File: config.mk
export PLATFORM = sky130hd
export DESIGN_NAME = icache_top
export DESIGN_NICKNAME = d
export VERILOG_FILES = /design/src/rtl/icache_pkg.sv /design/src/rtl/icache_top.sv /design/src/rtl/icache_perf.sv /design/src/rtl/icache_ctrl.sv /design/src/rtl/icache_array.sv
export SDC_FILE = /design/constraint.sdc
export NUM_CORES = 1
export LEC_CHECK = 0
export ABC_AREA = 1
export ABC_CLOCK_PERIOD_IN_PS = 4600
export BUFFER_PORTS_ARGS = -buffer_cell sky130_fd_sc_hd__buf_2
export CORE_MARGIN = 4
export CORE_UTILIZATION = 40
export CTS_BUF_LIST = sky130_fd_sc_hd__clkbuf_8
export CTS_CLUSTER_DIAMETER = 30
export CTS_CLUSTER_SIZE = 14
export DETAILED_ROUTE_END_ITERATION = 8
export GPL_TIMING_DRIVEN = 1
export PLACE_DENSITY = 0.63
export SETUP_SLACK_MARGIN = 0.05
export SLEW_MARGIN = 20
export SYNTH_ARGS = -nofsm -noshare
export SYNTH_HDL_FRONTEND = slang
export SYNTH_SLANG_ARGS = --single-unit
File: constraint.sdc
create_clock -name clock -period 4.6 [get_ports clock]
set_input_delay 0.69 -clock clock [delete_from_list [all_inputs] [get_ports clock]]
set_output_delay 0.69 -clock clock [all_outputs]
set_load 0.1 [all_outputs]
File: src/rtl/icache_pkg.sv
package icache_pkg;

    // ------------------------------
    // Widths with a meaning
    // ------------------------------
    typedef logic [31:0] addr_t;
    typedef logic [31:0] word_t;
    typedef logic [3:0]  region_tag_t;
    typedef logic [7:0]  burst_len_t;
    typedef logic [31:0] perf_count_t;

    // Top nibble of the cached address window
    localparam region_tag_t CACHEABLE_REGION = 4'ha;

    // Byte offset bits inside one word
    localparam int WORD_BYTE_BITS = 2;

    // Tag is what remains above index and line offset
    function automatic int tag_width(input int index_width, input int line_words_log2);
        return $bits(addr_t) - WORD_BYTE_BITS - line_words_log2 - index_width;
    endfunction

    // ------------------------------
    // Fetch side
    // ------------------------------
    typedef struct packed {
        logic  valid;
        addr_t addr;
    } fetch_req_t;

    typedef struct packed {
        logic  valid;
        word_t data;
    } fetch_rsp_t;

    // ------------------------------
    // Memory bus side
    // ------------------------------
    // len counts beats minus one
    typedef struct packed {
        logic       valid;
        addr_t      addr;
        burst_len_t len;
    } bus_req_t;

    typedef struct packed {
        logic  valid;
        word_t data;
        logic  last;
    } bus_rsp_t;

    typedef enum logic [2:0] {
        state_idle,
        state_lookup,
        state_hit_reply,
        state_refill,
        state_bypass
    } cache_state_t;

endpackage
File: src/rtl/icache_top.sv
`timescale 1ns/10ps

module icache_top #(
    parameter int INDEX_WIDTH     = 2,
    parameter int LINE_WORDS_LOG2 = 2,
    localparam int TAG_WIDTH      = icache_pkg::tag_width(INDEX_WIDTH, LINE_WORDS_LOG2)
) (
    input  logic                     clock,
    input  logic                     reset,
    input  logic                     flush,
    input  icache_pkg::fetch_req_t   fetch_req,
    output logic                     fetch_req_ready,
    output icache_pkg::fetch_rsp_t   fetch_rsp,
    input  logic                     fetch_rsp_ready,
    output icache_pkg::bus_req_t     bus_req,
    input  logic                     bus_req_ready,
    input  icache_pkg::bus_rsp_t     bus_rsp,
    output icache_pkg::perf_count_t  hit_count,
    output icache_pkg::perf_count_t  miss_count,
    output icache_pkg::perf_count_t  bypass_count
);

    // Controller to array
    logic [INDEX_WIDTH-1:0]     lookup_index;
    logic [TAG_WIDTH-1:0]       lookup_tag;
    logic [LINE_WORDS_LOG2-1:0] lookup_word_offset;
    logic                       lookup_hit;
    icache_pkg::word_t          lookup_word;
    logic                       refill_start;
    logic                       refill_word;
    logic [LINE_WORDS_LOG2-1:0] refill_offset;
    icache_pkg::word_t          refill_data;

    // Controller to counters
    logic hit_event;
    logic miss_event;
    logic bypass_event;

    icache_ctrl #(
        .INDEX_WIDTH     (INDEX_WIDTH),
        .LINE_WORDS_LOG2 (LINE_WORDS_LOG2)
    ) icache_ctrl_inst (
        .clock              (clock),
        .reset              (reset),
        .fetch_req          (fetch_req),
        .fetch_req_ready    (fetch_req_ready),
        .fetch_rsp          (fetch_rsp),
        .fetch_rsp_ready    (fetch_rsp_ready),
        .bus_req            (bus_req),
        .bus_req_ready      (bus_req_ready),
        .bus_rsp            (bus_rsp),
        .lookup_index       (lookup_index),
        .lookup_tag         (lookup_tag),
        .lookup_word_offset (lookup_word_offset),
        .lookup_hit         (lookup_hit),
        .lookup_word        (lookup_word),
        .refill_start       (refill_start),
        .refill_word        (refill_word),
        .refill_offset      (refill_offset),
        .refill_data        (refill_data),
        .hit_event          (hit_event),
        .miss_event         (miss_event),
        .bypass_event       (bypass_event)
    );

    icache_array #(
        .INDEX_WIDTH     (INDEX_WIDTH),
        .LINE_WORDS_LOG2 (LINE_WORDS_LOG2)
    ) icache_array_inst (
        .clock              (clock),
        .reset              (reset),
        .flush              (flush),
        .lookup_index       (lookup_index),
        .lookup_tag         (lookup_tag),
        .lookup_hit         (lookup_hit),
        .lookup_word_offset (lookup_word_offset),
        .lookup_word        (lookup_word),
        .refill_word        (refill_word),
        .refill_offset      (refill_offset),
        .refill_data        (refill_data),
        .refill_start       (refill_start)
    );

    icache_perf icache_perf_inst (
        .clock        (clock),
        .reset        (reset),
        .hit_event    (hit_event),
        .miss_event   (miss_event),
        .bypass_event (bypass_event),
        .hit_count    (hit_count),
        .miss_count   (miss_count),
        .bypass_count (bypass_count)
    );

endmodule

File: src/rtl/icache_perf.sv
`timescale 1ns/10ps

module icache_perf (
    input  logic                     clock,
    input  logic                     reset,
    input  logic                     hit_event,
    input  logic                     miss_event,
    input  logic                     bypass_event,
    output icache_pkg::perf_count_t  hit_count,
    output icache_pkg::perf_count_t  miss_count,
    output icache_pkg::perf_count_t  bypass_count
);

    localparam int COUNTERS = 3;

    logic [COUNTERS-1:0]     events;
    icache_pkg::perf_count_t counts [COUNTERS];

    // Bit order matches the count outputs below
    assign events = {bypass_event, miss_event, hit_event};

    // ------------------------------
    // Saturating event counters
    // ------------------------------
    for (genvar i = 0; i < COUNTERS; i++) begin : gen_counter
        always_ff @(posedge clock or posedge reset) begin
            if (reset) begin
                counts[i] <= '0;
            end else if (events[i] && counts[i] != '1) begin
                counts[i] <= counts[i] + 1'b1;
            end
        end
    end

    assign hit_count    = counts[0];
    assign miss_count   = counts[1];
    assign bypass_count = counts[2];

    // At most one class per fetch, and never in the same cycle
    assert property (@(posedge clock) disable iff (reset)
        $onehot0(events))
        else $error("icache_perf: more than one event in a cycle");

    // A miss is always followed later by a fill, so no back-to-back misses
    assert property (@(posedge clock) disable iff (reset)
        miss_event |=> !miss_event)
        else $error("icache_perf: miss strobe longer than one cycle");

endmodule

File: src/rtl/icache_ctrl.sv
`timescale 1ns/10ps

module icache_ctrl #(
    parameter int INDEX_WIDTH     = 2,
    parameter int LINE_WORDS_LOG2 = 2,
    localparam int TAG_WIDTH      = icache_pkg::tag_width(INDEX_WIDTH, LINE_WORDS_LOG2)
) (
    input  logic                       clock,
    input  logic                       reset,
    input  icache_pkg::fetch_req_t     fetch_req,
    output logic                       fetch_req_ready,
    output icache_pkg::fetch_rsp_t     fetch_rsp,
    input  logic                       fetch_rsp_ready,
    output icache_pkg::bus_req_t       bus_req,
    input  logic                       bus_req_ready,
    input  icache_pkg::bus_rsp_t       bus_rsp,
    output logic [INDEX_WIDTH-1:0]     lookup_index,
    output logic [TAG_WIDTH-1:0]       lookup_tag,
    output logic [LINE_WORDS_LOG2-1:0] lookup_word_offset,
    input  logic                       lookup_hit,
    input  icache_pkg::word_t          lookup_word,
    output logic                       refill_start,
    output logic                       refill_word,
    output logic [LINE_WORDS_LOG2-1:0] refill_offset,
    output icache_pkg::word_t          refill_data,
    output logic                       hit_event,
    output logic                       miss_event,
    output logic                       bypass_event
);

    localparam int OFFSET_LSB = icache_pkg::WORD_BYTE_BITS;
    localparam int INDEX_LSB  = OFFSET_LSB + LINE_WORDS_LOG2;
    localparam int TAG_LSB    = INDEX_LSB + INDEX_WIDTH;
    localparam int ADDR_BITS  = $bits(icache_pkg::addr_t);
    localparam int REGION_BITS = $bits(icache_pkg::region_tag_t);
    localparam icache_pkg::burst_len_t REFILL_LEN =
        icache_pkg::burst_len_t'((1 << LINE_WORDS_LOG2) - 1);

    icache_pkg::cache_state_t    state;
    icache_pkg::cache_state_t    state_next;
    icache_pkg::addr_t           req_addr;
    icache_pkg::addr_t           line_addr;
    icache_pkg::region_tag_t     fetch_region;
    icache_pkg::word_t           captured_word;
    logic [LINE_WORDS_LOG2-1:0]  beat_count;
    logic                        fetch_cacheable;
    logic                        req_fire;
    logic                        rsp_fire;
    logic                        bus_valid;
    logic                        word_held;

    assign fetch_region    = fetch_req.addr[ADDR_BITS-1 -: REGION_BITS];
    assign fetch_cacheable = (fetch_region == icache_pkg::CACHEABLE_REGION);
    assign fetch_req_ready = (state == icache_pkg::state_idle);
    assign req_fire        = fetch_req.valid && fetch_req_ready;
    assign rsp_fire        = fetch_rsp.valid && fetch_rsp_ready;

    // Address fields of the accepted fetch
    assign lookup_index       = req_addr[TAG_LSB-1:INDEX_LSB];
    assign lookup_tag         = req_addr[ADDR_BITS-1:TAG_LSB];
    assign lookup_word_offset = req_addr[INDEX_LSB-1:OFFSET_LSB];
    assign line_addr          = {req_addr[ADDR_BITS-1:INDEX_LSB], {INDEX_LSB{1'b0}}};

    // ------------------------------
    // State machine
    // ------------------------------
    always_comb begin
        state_next = state;
        case (state)
            icache_pkg::state_idle: begin
                if (req_fire) begin
                    state_next = fetch_cacheable ? icache_pkg::state_lookup
                                                 : icache_pkg::state_bypass;
                end
            end
            icache_pkg::state_lookup: begin
                state_next = lookup_hit ? icache_pkg::state_hit_reply
                                        : icache_pkg::state_refill;
            end
            default: begin
                if (rsp_fire) begin
                    state_next = icache_pkg::state_idle;
                end
            end
        endcase
    end

    always_ff @(posedge clock or posedge reset) begin
        if (reset) begin
            state <= icache_pkg::state_idle;
        end else begin
            state <= state_next;
        end
    end

    always_ff @(posedge clock) begin
        if (req_fire) begin
            req_addr <= fetch_req.addr;
        end
    end

    // Perf strobes and array writes
    assign hit_event     = (state == icache_pkg::state_lookup) && lookup_hit;
    assign miss_event    = refill_start;
    assign bypass_event  = req_fire && !fetch_cacheable;
    assign refill_start  = (state == icache_pkg::state_lookup) && !lookup_hit;
    assign refill_word   = (state == icache_pkg::state_refill) && bus_rsp.valid && !word_held;
    assign refill_offset = beat_count;
    assign refill_data   = bus_rsp.data;

    // ------------------------------
    // Bus request
    // ------------------------------
    always_ff @(posedge clock or posedge reset) begin
        if (reset) begin
            bus_valid <= 1'b0;
        end else if (refill_start || bypass_event) begin
            bus_valid <= 1'b1;
        end else if (bus_req_ready) begin
            bus_valid <= 1'b0;
        end
    end

    always_comb begin
        bus_req.valid = bus_valid;
        if (state == icache_pkg::state_refill) begin
            bus_req.addr = line_addr;
            bus_req.len  = REFILL_LEN;
        end else begin
            bus_req.addr = req_addr;
            bus_req.len  = '0;
        end
    end

    // Beat counter for the line words
    always_ff @(posedge clock or posedge reset) begin
        if (reset) begin
            beat_count <= '0;
        end else if (refill_start) begin
            beat_count <= '0;
        end else if (refill_word) begin
            beat_count <= beat_count + 1'b1;
        end
    end

    // ------------------------------
    // Reply word capture
    // ------------------------------
    always_ff @(posedge clock or posedge reset) begin
        if (reset) begin
            word_held <= 1'b0;
        end else if (state == icache_pkg::state_idle || rsp_fire) begin
            word_held <= 1'b0;
        end else if (state == icache_pkg::state_bypass && bus_rsp.valid) begin
            word_held <= 1'b1;
        end else if (refill_word && bus_rsp.last) begin
            word_held <= 1'b1;
        end
    end

    // Requested word as its beat passes
    always_ff @(posedge clock) begin
        if (refill_word && beat_count == lookup_word_offset) begin
            captured_word <= bus_rsp.data;
        end else if (state == icache_pkg::state_bypass && bus_rsp.valid && !word_held) begin
            captured_word <= bus_rsp.data;
        end
    end

    always_comb begin
        fetch_rsp.valid = 1'b0;
        fetch_rsp.data  = captured_word;
        case (state)
            icache_pkg::state_hit_reply: begin
                fetch_rsp.valid = 1'b1;
                fetch_rsp.data  = lookup_word;
            end
            icache_pkg::state_refill: begin
                fetch_rsp.valid = word_held;
            end
            icache_pkg::state_bypass: begin
                // Beat passes straight through unless already held
                fetch_rsp.valid = word_held || bus_rsp.valid;
                fetch_rsp.data  = word_held ? captured_word : bus_rsp.data;
            end
            default: begin
                fetch_rsp.valid = 1'b0;
            end
        endcase
    end

    assert property (@(posedge clock) disable iff (reset)
        bus_req.valid && !bus_req_ready |=> bus_req.valid && $stable(bus_req))
        else $error("icache_ctrl: bus request changed while waiting");

    // A new fetch never starts while a bus request is still pending
    assert property (@(posedge clock) disable iff (reset)
        req_fire |-> !bus_req.valid)
        else $error("icache_ctrl: fetch accepted while busy");

endmodule

File: src/rtl/icache_array.sv
`timescale 1ns/10ps

module icache_array #(
    parameter int INDEX_WIDTH     = 2,
    parameter int LINE_WORDS_LOG2 = 2,
    localparam int TAG_WIDTH      = icache_pkg::tag_width(INDEX_WIDTH, LINE_WORDS_LOG2)
) (
    input  logic                       clock,
    input  logic                       reset,
    input  logic                       flush,
    input  logic [INDEX_WIDTH-1:0]     lookup_index,
    input  logic [TAG_WIDTH-1:0]       lookup_tag,
    output logic                       lookup_hit,
    input  logic [LINE_WORDS_LOG2-1:0] lookup_word_offset,
    output icache_pkg::word_t          lookup_word,
    input  logic                       refill_word,
    input  logic [LINE_WORDS_LOG2-1:0] refill_offset,
    input  icache_pkg::word_t          refill_data,
    input  logic                       refill_start
);

    localparam int LINES = 1 << INDEX_WIDTH;
    localparam int WORDS = 1 << (INDEX_WIDTH + LINE_WORDS_LOG2);

    logic [LINES-1:0]     valid_bits;
    logic [TAG_WIDTH-1:0] line_tags [LINES];
    icache_pkg::word_t    line_data [WORDS];

    // ------------------------------
    // Valid bits
    // ------------------------------
    // Flush wins over a line being claimed
    always_ff @(posedge clock or posedge reset) begin
        if (reset) begin
            valid_bits <= '0;
        end else if (flush) begin
            valid_bits <= '0;
        end else if (refill_start) begin
            valid_bits[lookup_index] <= 1'b1;
        end
    end

    // ------------------------------
    // Tags and data words
    // ------------------------------
    always_ff @(posedge clock) begin
        if (refill_start) begin
            line_tags[lookup_index] <= lookup_tag;
        end
    end

    // One word per refill beat, line index held by the controller
    always_ff @(posedge clock) begin
        if (refill_word) begin
            line_data[{lookup_index, refill_offset}] <= refill_data;
        end
    end

    // Combinational lookup
    assign lookup_hit  = valid_bits[lookup_index] && (line_tags[lookup_index] == lookup_tag);
    assign lookup_word = line_data[{lookup_index, lookup_word_offset}];

    // Flush only comes while the cache is idle, so never during a refill
    assert property (@(posedge clock) disable iff (reset)
        !(refill_word && flush))
        else $error("icache_array: refill write during flush");

endmodule

=== Yosys cells after proc, flatten, opt, wreduce, memory -nomap -nowiden ===
Memory sizes are Yosys's and may differ from the RTL's. A register that Yosys moved wholly into a read port is not among the register bits.
Cells that the tools add are included.

* Output and inout bits: 171
* Bits in latches: 0
* Bits in writable memories: 616
* Memories kept: 2
* Memory bits (read-only): 0
* Bits in registers: 171

{| class="wikitable"
|+ Memory list
! name !! words !! bits a word !! read ports !! clocked after Yosys merged registers in !! wr ports !! RTL line !! text
|-
| icache_array_inst.line_data || 16 || 32 || 1 || 1 || 1 || icache_array.sv:27 || <nowiki>icache_pkg::word_t line_data [WORDS];</nowiki>
|-
| icache_array_inst.line_tags || 4 || 26 || 1 || 1 || 1 || icache_array.sv:26 || <nowiki>logic [TAG_WIDTH-1:0] line_tags [LINES];</nowiki>
|}

* Bitwise logic cells: 1
* Order comparisons: 2
* Multiplexer cells: 30
* Equality and inequality tests: 11
* Div/mod/pow operators: 0
* Reduce and logical (&&, ||, !) cells: 30
* $mul: 0
* Shifts and indexed selects: 0
* $add $sub $neg: 4

{| class="wikitable"
|+ Operators by type and width
! operator !! number
|-
| $add 32x1->32 const B || 3
|-
| $mux 32 || 3
|-
| $ne 32x32->1 const B || 3
|-
| $pmux 32 s2 || 1
|-
| $eq 26x26->1 || 1
|-
| $logic_and 1x1->1 || 16
|-
| $mux 1 || 12
|-
| $mux 12 || 1
|-
| $mux 4 || 3
|-
| $mux 3 || 3
|-
| $reduce_bool 2->1 || 4
|-
| $eq 3x2->1 const B || 2
|-
| $mux 2 || 3
|-
| $pmux 3 s2 || 1
|-
| $reduce_bool 3->1 || 2
|-
| $eq 4x4->1 const B || 1
|-
| $or 4x4->4 || 1
|-
| $eq 3x1->1 const B || 1
|-
| $eq 3x3->1 const B || 1
|-
| $logic_not 1->1 || 3
|-
| $logic_not 3->1 || 1
|-
| $logic_or 1x1->1 || 3
|-
| $lt 2x3->1 const B || 1
|-
| $pmux 1 s3 || 1
|-
| other kinds (7) || 7
|}

=== Depth between registers and ports, before layout ===
* Depth in word-level cells: 7
* Depth in mapped cells: 17
* Mapped depth without buffers: 15

=== By module ===
From an unflattened synthesis, not the netlist that was laid out.

* Cell total of the unflattened synthesis: 3356
* Area, all modules: 34989.8 um^2

{| class="wikitable"
|+ Modules (own cells, without submodules)
! module !! sequential area each (um^2) !! area each (um^2) !! cells each !! times used
|-
| icache_array || 18597.8 || 24623.6 || 1931 || 1
|-
| icache_perf || 2402.3 || 6546.3 || 1041 || 1
|-
| icache_ctrl || 2097.0 || 3819.9 || 384 || 1
|}

=== Least setup slack after synthesis ===
OpenSTA, ideal clock, no wires.

* Path type: reg2reg
* From: reg icache_ctrl_inst.state[2]
* To: reg icache_ctrl_inst.captured_word[0], enable pin
* Stages on the path, launching flop included: 4
* Path buffers: 0
* Path slack: -967 ps
* Arrival: 5134 ps
* Period minus slack after synthesis: 5567 ps
* Cell sequence: dfrtp_1 > nor3_1 > nand3_1 > o22ai_1

* Word-level cells in the longest chain between the ends: 5

{| class="wikitable"
|+ RTL lines
! element !! RTL line !! text
|-
| from (decl) || icache_ctrl.sv:39 || <nowiki>icache_pkg::cache_state_t state;</nowiki>
|-
| from (signal assigned) || icache_ctrl.sv:90 || <nowiki>state <= icache_pkg::state_idle;</nowiki>
|-
| from (signal assigned) || icache_ctrl.sv:92 || <nowiki>state <= state_next;</nowiki>
|-
| $eq 3x2->1 || icache_ctrl.sv:107 || <nowiki>assign refill_word = (state == icache_pkg::state_refill) && bus_rsp.valid && !word_held;</nowiki>
|-
| $logic_and 1x1->1 (2 in a row) || icache_ctrl.sv:107 ||
|-
| $logic_and 1x1->1 || icache_ctrl.sv:163 || <nowiki>if (refill_word && beat_count == lookup_word_offset) begin</nowiki>
|-
| $reduce_bool 2->1 (no line) (*) || -- ||
|-
| to (signal assigned) || icache_ctrl.sv:164 || <nowiki>captured_word <= bus_rsp.data;</nowiki>
|-
| to (signal assigned) || icache_ctrl.sv:166 || <nowiki>captured_word <= bus_rsp.data;</nowiki>
|-
| to (decl) || icache_ctrl.sv:44 || <nowiki>icache_pkg::word_t captured_word;</nowiki>
|}

Mark *: on every way between the ends. The rest lies on a longest branch, timed or not.
A chain may end at the register's enable or synchronous reset.

==> impl_summary.md <==
Setup path
The endpoint identified for the worst register-to-register timing path is icache_array_inst.line_tags[1][1]. For flop-to-flop paths, the worst setup slack is 1.21 ns. The capturing element type of the critical path is an output port. The largest fanout on the critical path is ~120. The count of cells along the worst register-to-register path is 14.

Data on the critical path arrives at its endpoint at roughly 3.6 ns. The category of the critical setup timing path is reg2out. The critical path ends at fetch_rsp[4].

For the worst setup path, the data required time is 3.91 ns. The critical path startpoint category is a register.

Synth
The cell area after synthesis is 0.0341 sq mm. After synthesis, flip-flops and latches occupy 68.0% of the total area. The post-synthesis async set-or-reset flop share is 13.5%.

The number of warnings reported in the yosys synthesis log is 0. The gate count after technology mapping is 3045. The number of enable-type register cells in the synthesized netlist is 680. The netlist uses 35 different library cells.

The average footprint of a synthesized cell is 11.2 sq um. Among all flip-flop cells after synthesis, the most frequent one is edfxtp_1. Synthesis inferred around 790 register bits.

Power
The peak supply drop is 0.480 mV. The reported leakage power is 15.3 nW. The total power divided by cell area is between 500 and 600 mW/mm^2.

Clocking
The number of buffers added for setup after CTS is 0. The clock insertion delay at the later pin of the skew report is ~0.8 ns. The CTS sink count is 791.

The number of clock buffers inserted by TritonCTS is 164. The hold buffer count at CTS is 21. The number of levels the H-tree was split into is 4. Once the clock tree was built, the resizer swapped 0 gates to a different size. The buffer depth of the longest clock path is 3.

After clock tree synthesis, the clock-pin slew on the worst setup and hold paths is 0.06 ns. In this run the clock root is driven by a clkbuf_8. The TritonCTS clock tree is done.

Drt
The routed layout has 24.9k vias. The first detailed-routing pass took 6 iterations. In this run, the number of DRC markers left after iteration 0 of detailed routing was 2003. The wire length per cell after detailed routing is 20.6 um. The final layout contains routed wiring with a total length of between 90000 and 100000 um. The count of nets left with antenna violations once routing finished came out at 0. The post-route DRC violation count is 0.

The average vias per placed instance is ~5.4.

STA
The clock arrives with approximately 0.038 ns of skew. After routing, the total negative slack on setup checks comes to 0 ns. Derived from the worst setup path, the maximum achievable clock frequency is 232 MHz. Setup repair after global routing left no endpoint under its margin. The final critical path takes up between 90 and 100% of the cycle. The number of pins with negative max-slew slack in the final report came to 0. Setup violations remaining at the end of the flow were counted as 0. The transition at the pin with the smallest max-transition slack is 0.955 ns. The count of final hold-check violations is 0. For the finished layout, the period the worst path requires is roughly 4.3 ns. In this run the tightest slew margin relative to its limit is 36.3%.

Final layout
In the final layout, the share of cells above drive strength 1 is 17.3%. Leaving out fill and tap cells, the most frequent cell in the layout is edfxtp_1. In the layout the commonest cells are edfxtp_1 (680), nand2_1 (626), nor2_1 (378). Counting the fill cells in the layout gives 7599. The layout overhead on the synthesized area is 19.0%.

The finished layout holds 4610 standard cells, fillers aside. In the final design database the tool counted 3412 nets.

Status
The flow ran to the end, and the final reports show no timing, DRC or antenna violations.

Placed design
Once detailed placement completed, the half-perimeter wirelength came to 54700 um. Port buffering added 236 buffers. The number of instances in the placed design is approximately 4.3k. The weighted congestion reported at the end of routability-driven placement is 0.885.

Die
The height of the die is 300 um. For this configuration, the core starts out at a cell density of 40.5%. In this run the core area contains approximately 110 standard-cell rows. The die area is 0.0900 sq mm. The chip width is between 200 and 300 um. The I/O pin count is 243. The floorplan step defined a core boundary enclosing 0.0841 sq mm.

Min path
The min-delay analysis places its worst path in the category in2async.

GRT
The largest net degree at the start of global routing is between 150 and 200. The global-route usage over all layers is around a fifth. The initial antenna violation count was 9.

The via count of the first global-routing pass is 24.4k. The overflow left after global routing is 0. The first global-routing pass estimated 146000 um of wire.

Job
Max-cap violations in this run came to 0.
worst max-delay path: stages, from the launching register on:
cell,delay [ns]
dfxtp_4,0.43
inv_6,0.69
buf_4,0.41
nor2_1,0.07
o221ai_1,0.20
o211ai_1,0.15
nand2_1,0.12
nand2_1,0.13
nand4_1,0.12
buf_2,0.43
how the worst min path moves through the flow:
stage / from / to / slack [ns] / depth (start not counted)
global placement: icache_array_inst.valid_bits[0] / icache_array_inst.valid_bits[0] / 0.51 / 2
floorplan: icache_array_inst.valid_bits[0] / icache_array_inst.valid_bits[0] / 0.48 / 2
global route: fetch_req[10] / icache_ctrl_inst.req_addr[10] / 0.02 / 1
CTS: fetch_req[10] / icache_ctrl_inst.req_addr[10] / 0.002 / 1
detailed placement: icache_array_inst.valid_bits[0] / icache_array_inst.valid_bits[0] / 0.51 / 2
finish: reset / icache_perf_inst.miss_count[14] / 0.07 / 2
Yosys cell counts, types with 7 or more instances:
cell type | instances | area share [%]
nand3b_1 | 18 | 0.40
nor2_1 | 400 | 4.4
edfxtp_1 | 680 | 60
xnor2_1 | 34 | 0.87
o21ai_0 | 267 | 3.9
nor3_1 | 34 | 0.50
ha_1 | 7 | 0.26
buf_1 | 7 | 0.077
buf_2 | 20 | 0.29
clkbuf_1 | 132 | 1.5
dfrtp_1 | 107 | 7.9
buf_4 | 40 | 0.88
o221ai_1 | 102 | 2.6
nand2_1 | 626 | 6.9
o211ai_1 | 40 | 0.88
nand4_1 | 106 | 1.9
nand3_1 | 200 | 2.9
a21oi_1 | 7 | 0.10
xor2_1 | 51 | 1.3
nor4_1 | 15 | 0.28
o22ai_1 | 27 | 0.50
inv_1 | 104 | 1.1
registers in the layout, summed over array words and instances (netlist names), named ones only:
signal and count:
icache_array_inst.line_data 512, icache_array_inst.line_tags 104, icache_ctrl_inst.captured_word 32, icache_ctrl_inst.req_addr 32, icache_perf_inst.bypass_count 32, icache_perf_inst.hit_count 32, icache_perf_inst.miss_count 32, icache_array_inst.valid_bits 4
icache_ctrl_inst.state 3, icache_ctrl_inst.refill_offset 2, icache_ctrl_inst.bus_valid 1, icache_ctrl_inst.word_held 1
logic make-up (layout without fill, tap and decap cells):
| kind of cell | after synthesis | count (layout) | share of synthesized area, % |
|---|---|---|---|
| other | 1 | 10 | 0.0110 |
| XOR/XNOR | 85 | 85 | 2.18 |
| AND/OR/NAND/NOR | 1406 | 1406 | 17.5 |
| buffers and inverters | 311 | 733 | 4.03 |
| AO/OA/AOI/OAI | 444 | 444 | 8.04 |
| adder cells (fa/ha/maj) | 7 | 7 | 0.257 |
| flip-flops | 791 | 791 | 68.0 |
metal layers:
metal,GRT usage (%),part of all wire [%],up-vias
met4,7.39,2.8,6
li1,-,-,11500
met3,5.22,8.6,190
met2,34.0,47,1044
met1,27.4,41,12200
met5,0,0.042,-
report_power, final:
part           switching (mW)  internal (mW)
Clock                    3.32           5.12
Sequential              0.346           8.24
Combinational            5.57           1.48
cell type report:
cell class / count / area, sq um / share of cell area, %
repair buffers: 320 / 1970 / 4.85
flip-flops and latches: 791 / 23200 / 57.2
clock buffers: 170 / 2340 / 5.77
clock inverters: 135 / 1500 / 3.69
well taps: 1134 / 1420 / 3.50
inverters: 108 / 415 / 1.02
diodes: 4 / 10.0 / 0.0247
multi-input cells: 1948 / 9730 / 24.0
metrics by stage:
| stage | total power [mW] | hold WS [ns] | instance area, sq um | util, % | worst slack (ns) |
|---|---|---|---|---|---|
| 6_report | 24.1 | 0.0668 | 40600 | 48.3 | 0.296 |
| 5_1_grt | 25.2 | 0.0185 | 40600 | 48.2 | 0.0679 |
| 4_1_cts | 24.3 | 0.00219 | 40600 | 48.2 | 0.233 |
| 3_5_place_dp | 15.8 | 0.513 | 36500 | 43.4 | 1.13 |
| 3_3_place_gp | 15.7 | 0.507 | 36500 | 43.4 | 1.19 |
| 2_1_floorplan | 13.8 | 0.483 | 34100 | - | 0.226 |
Power figures use the tool's default switching activity.
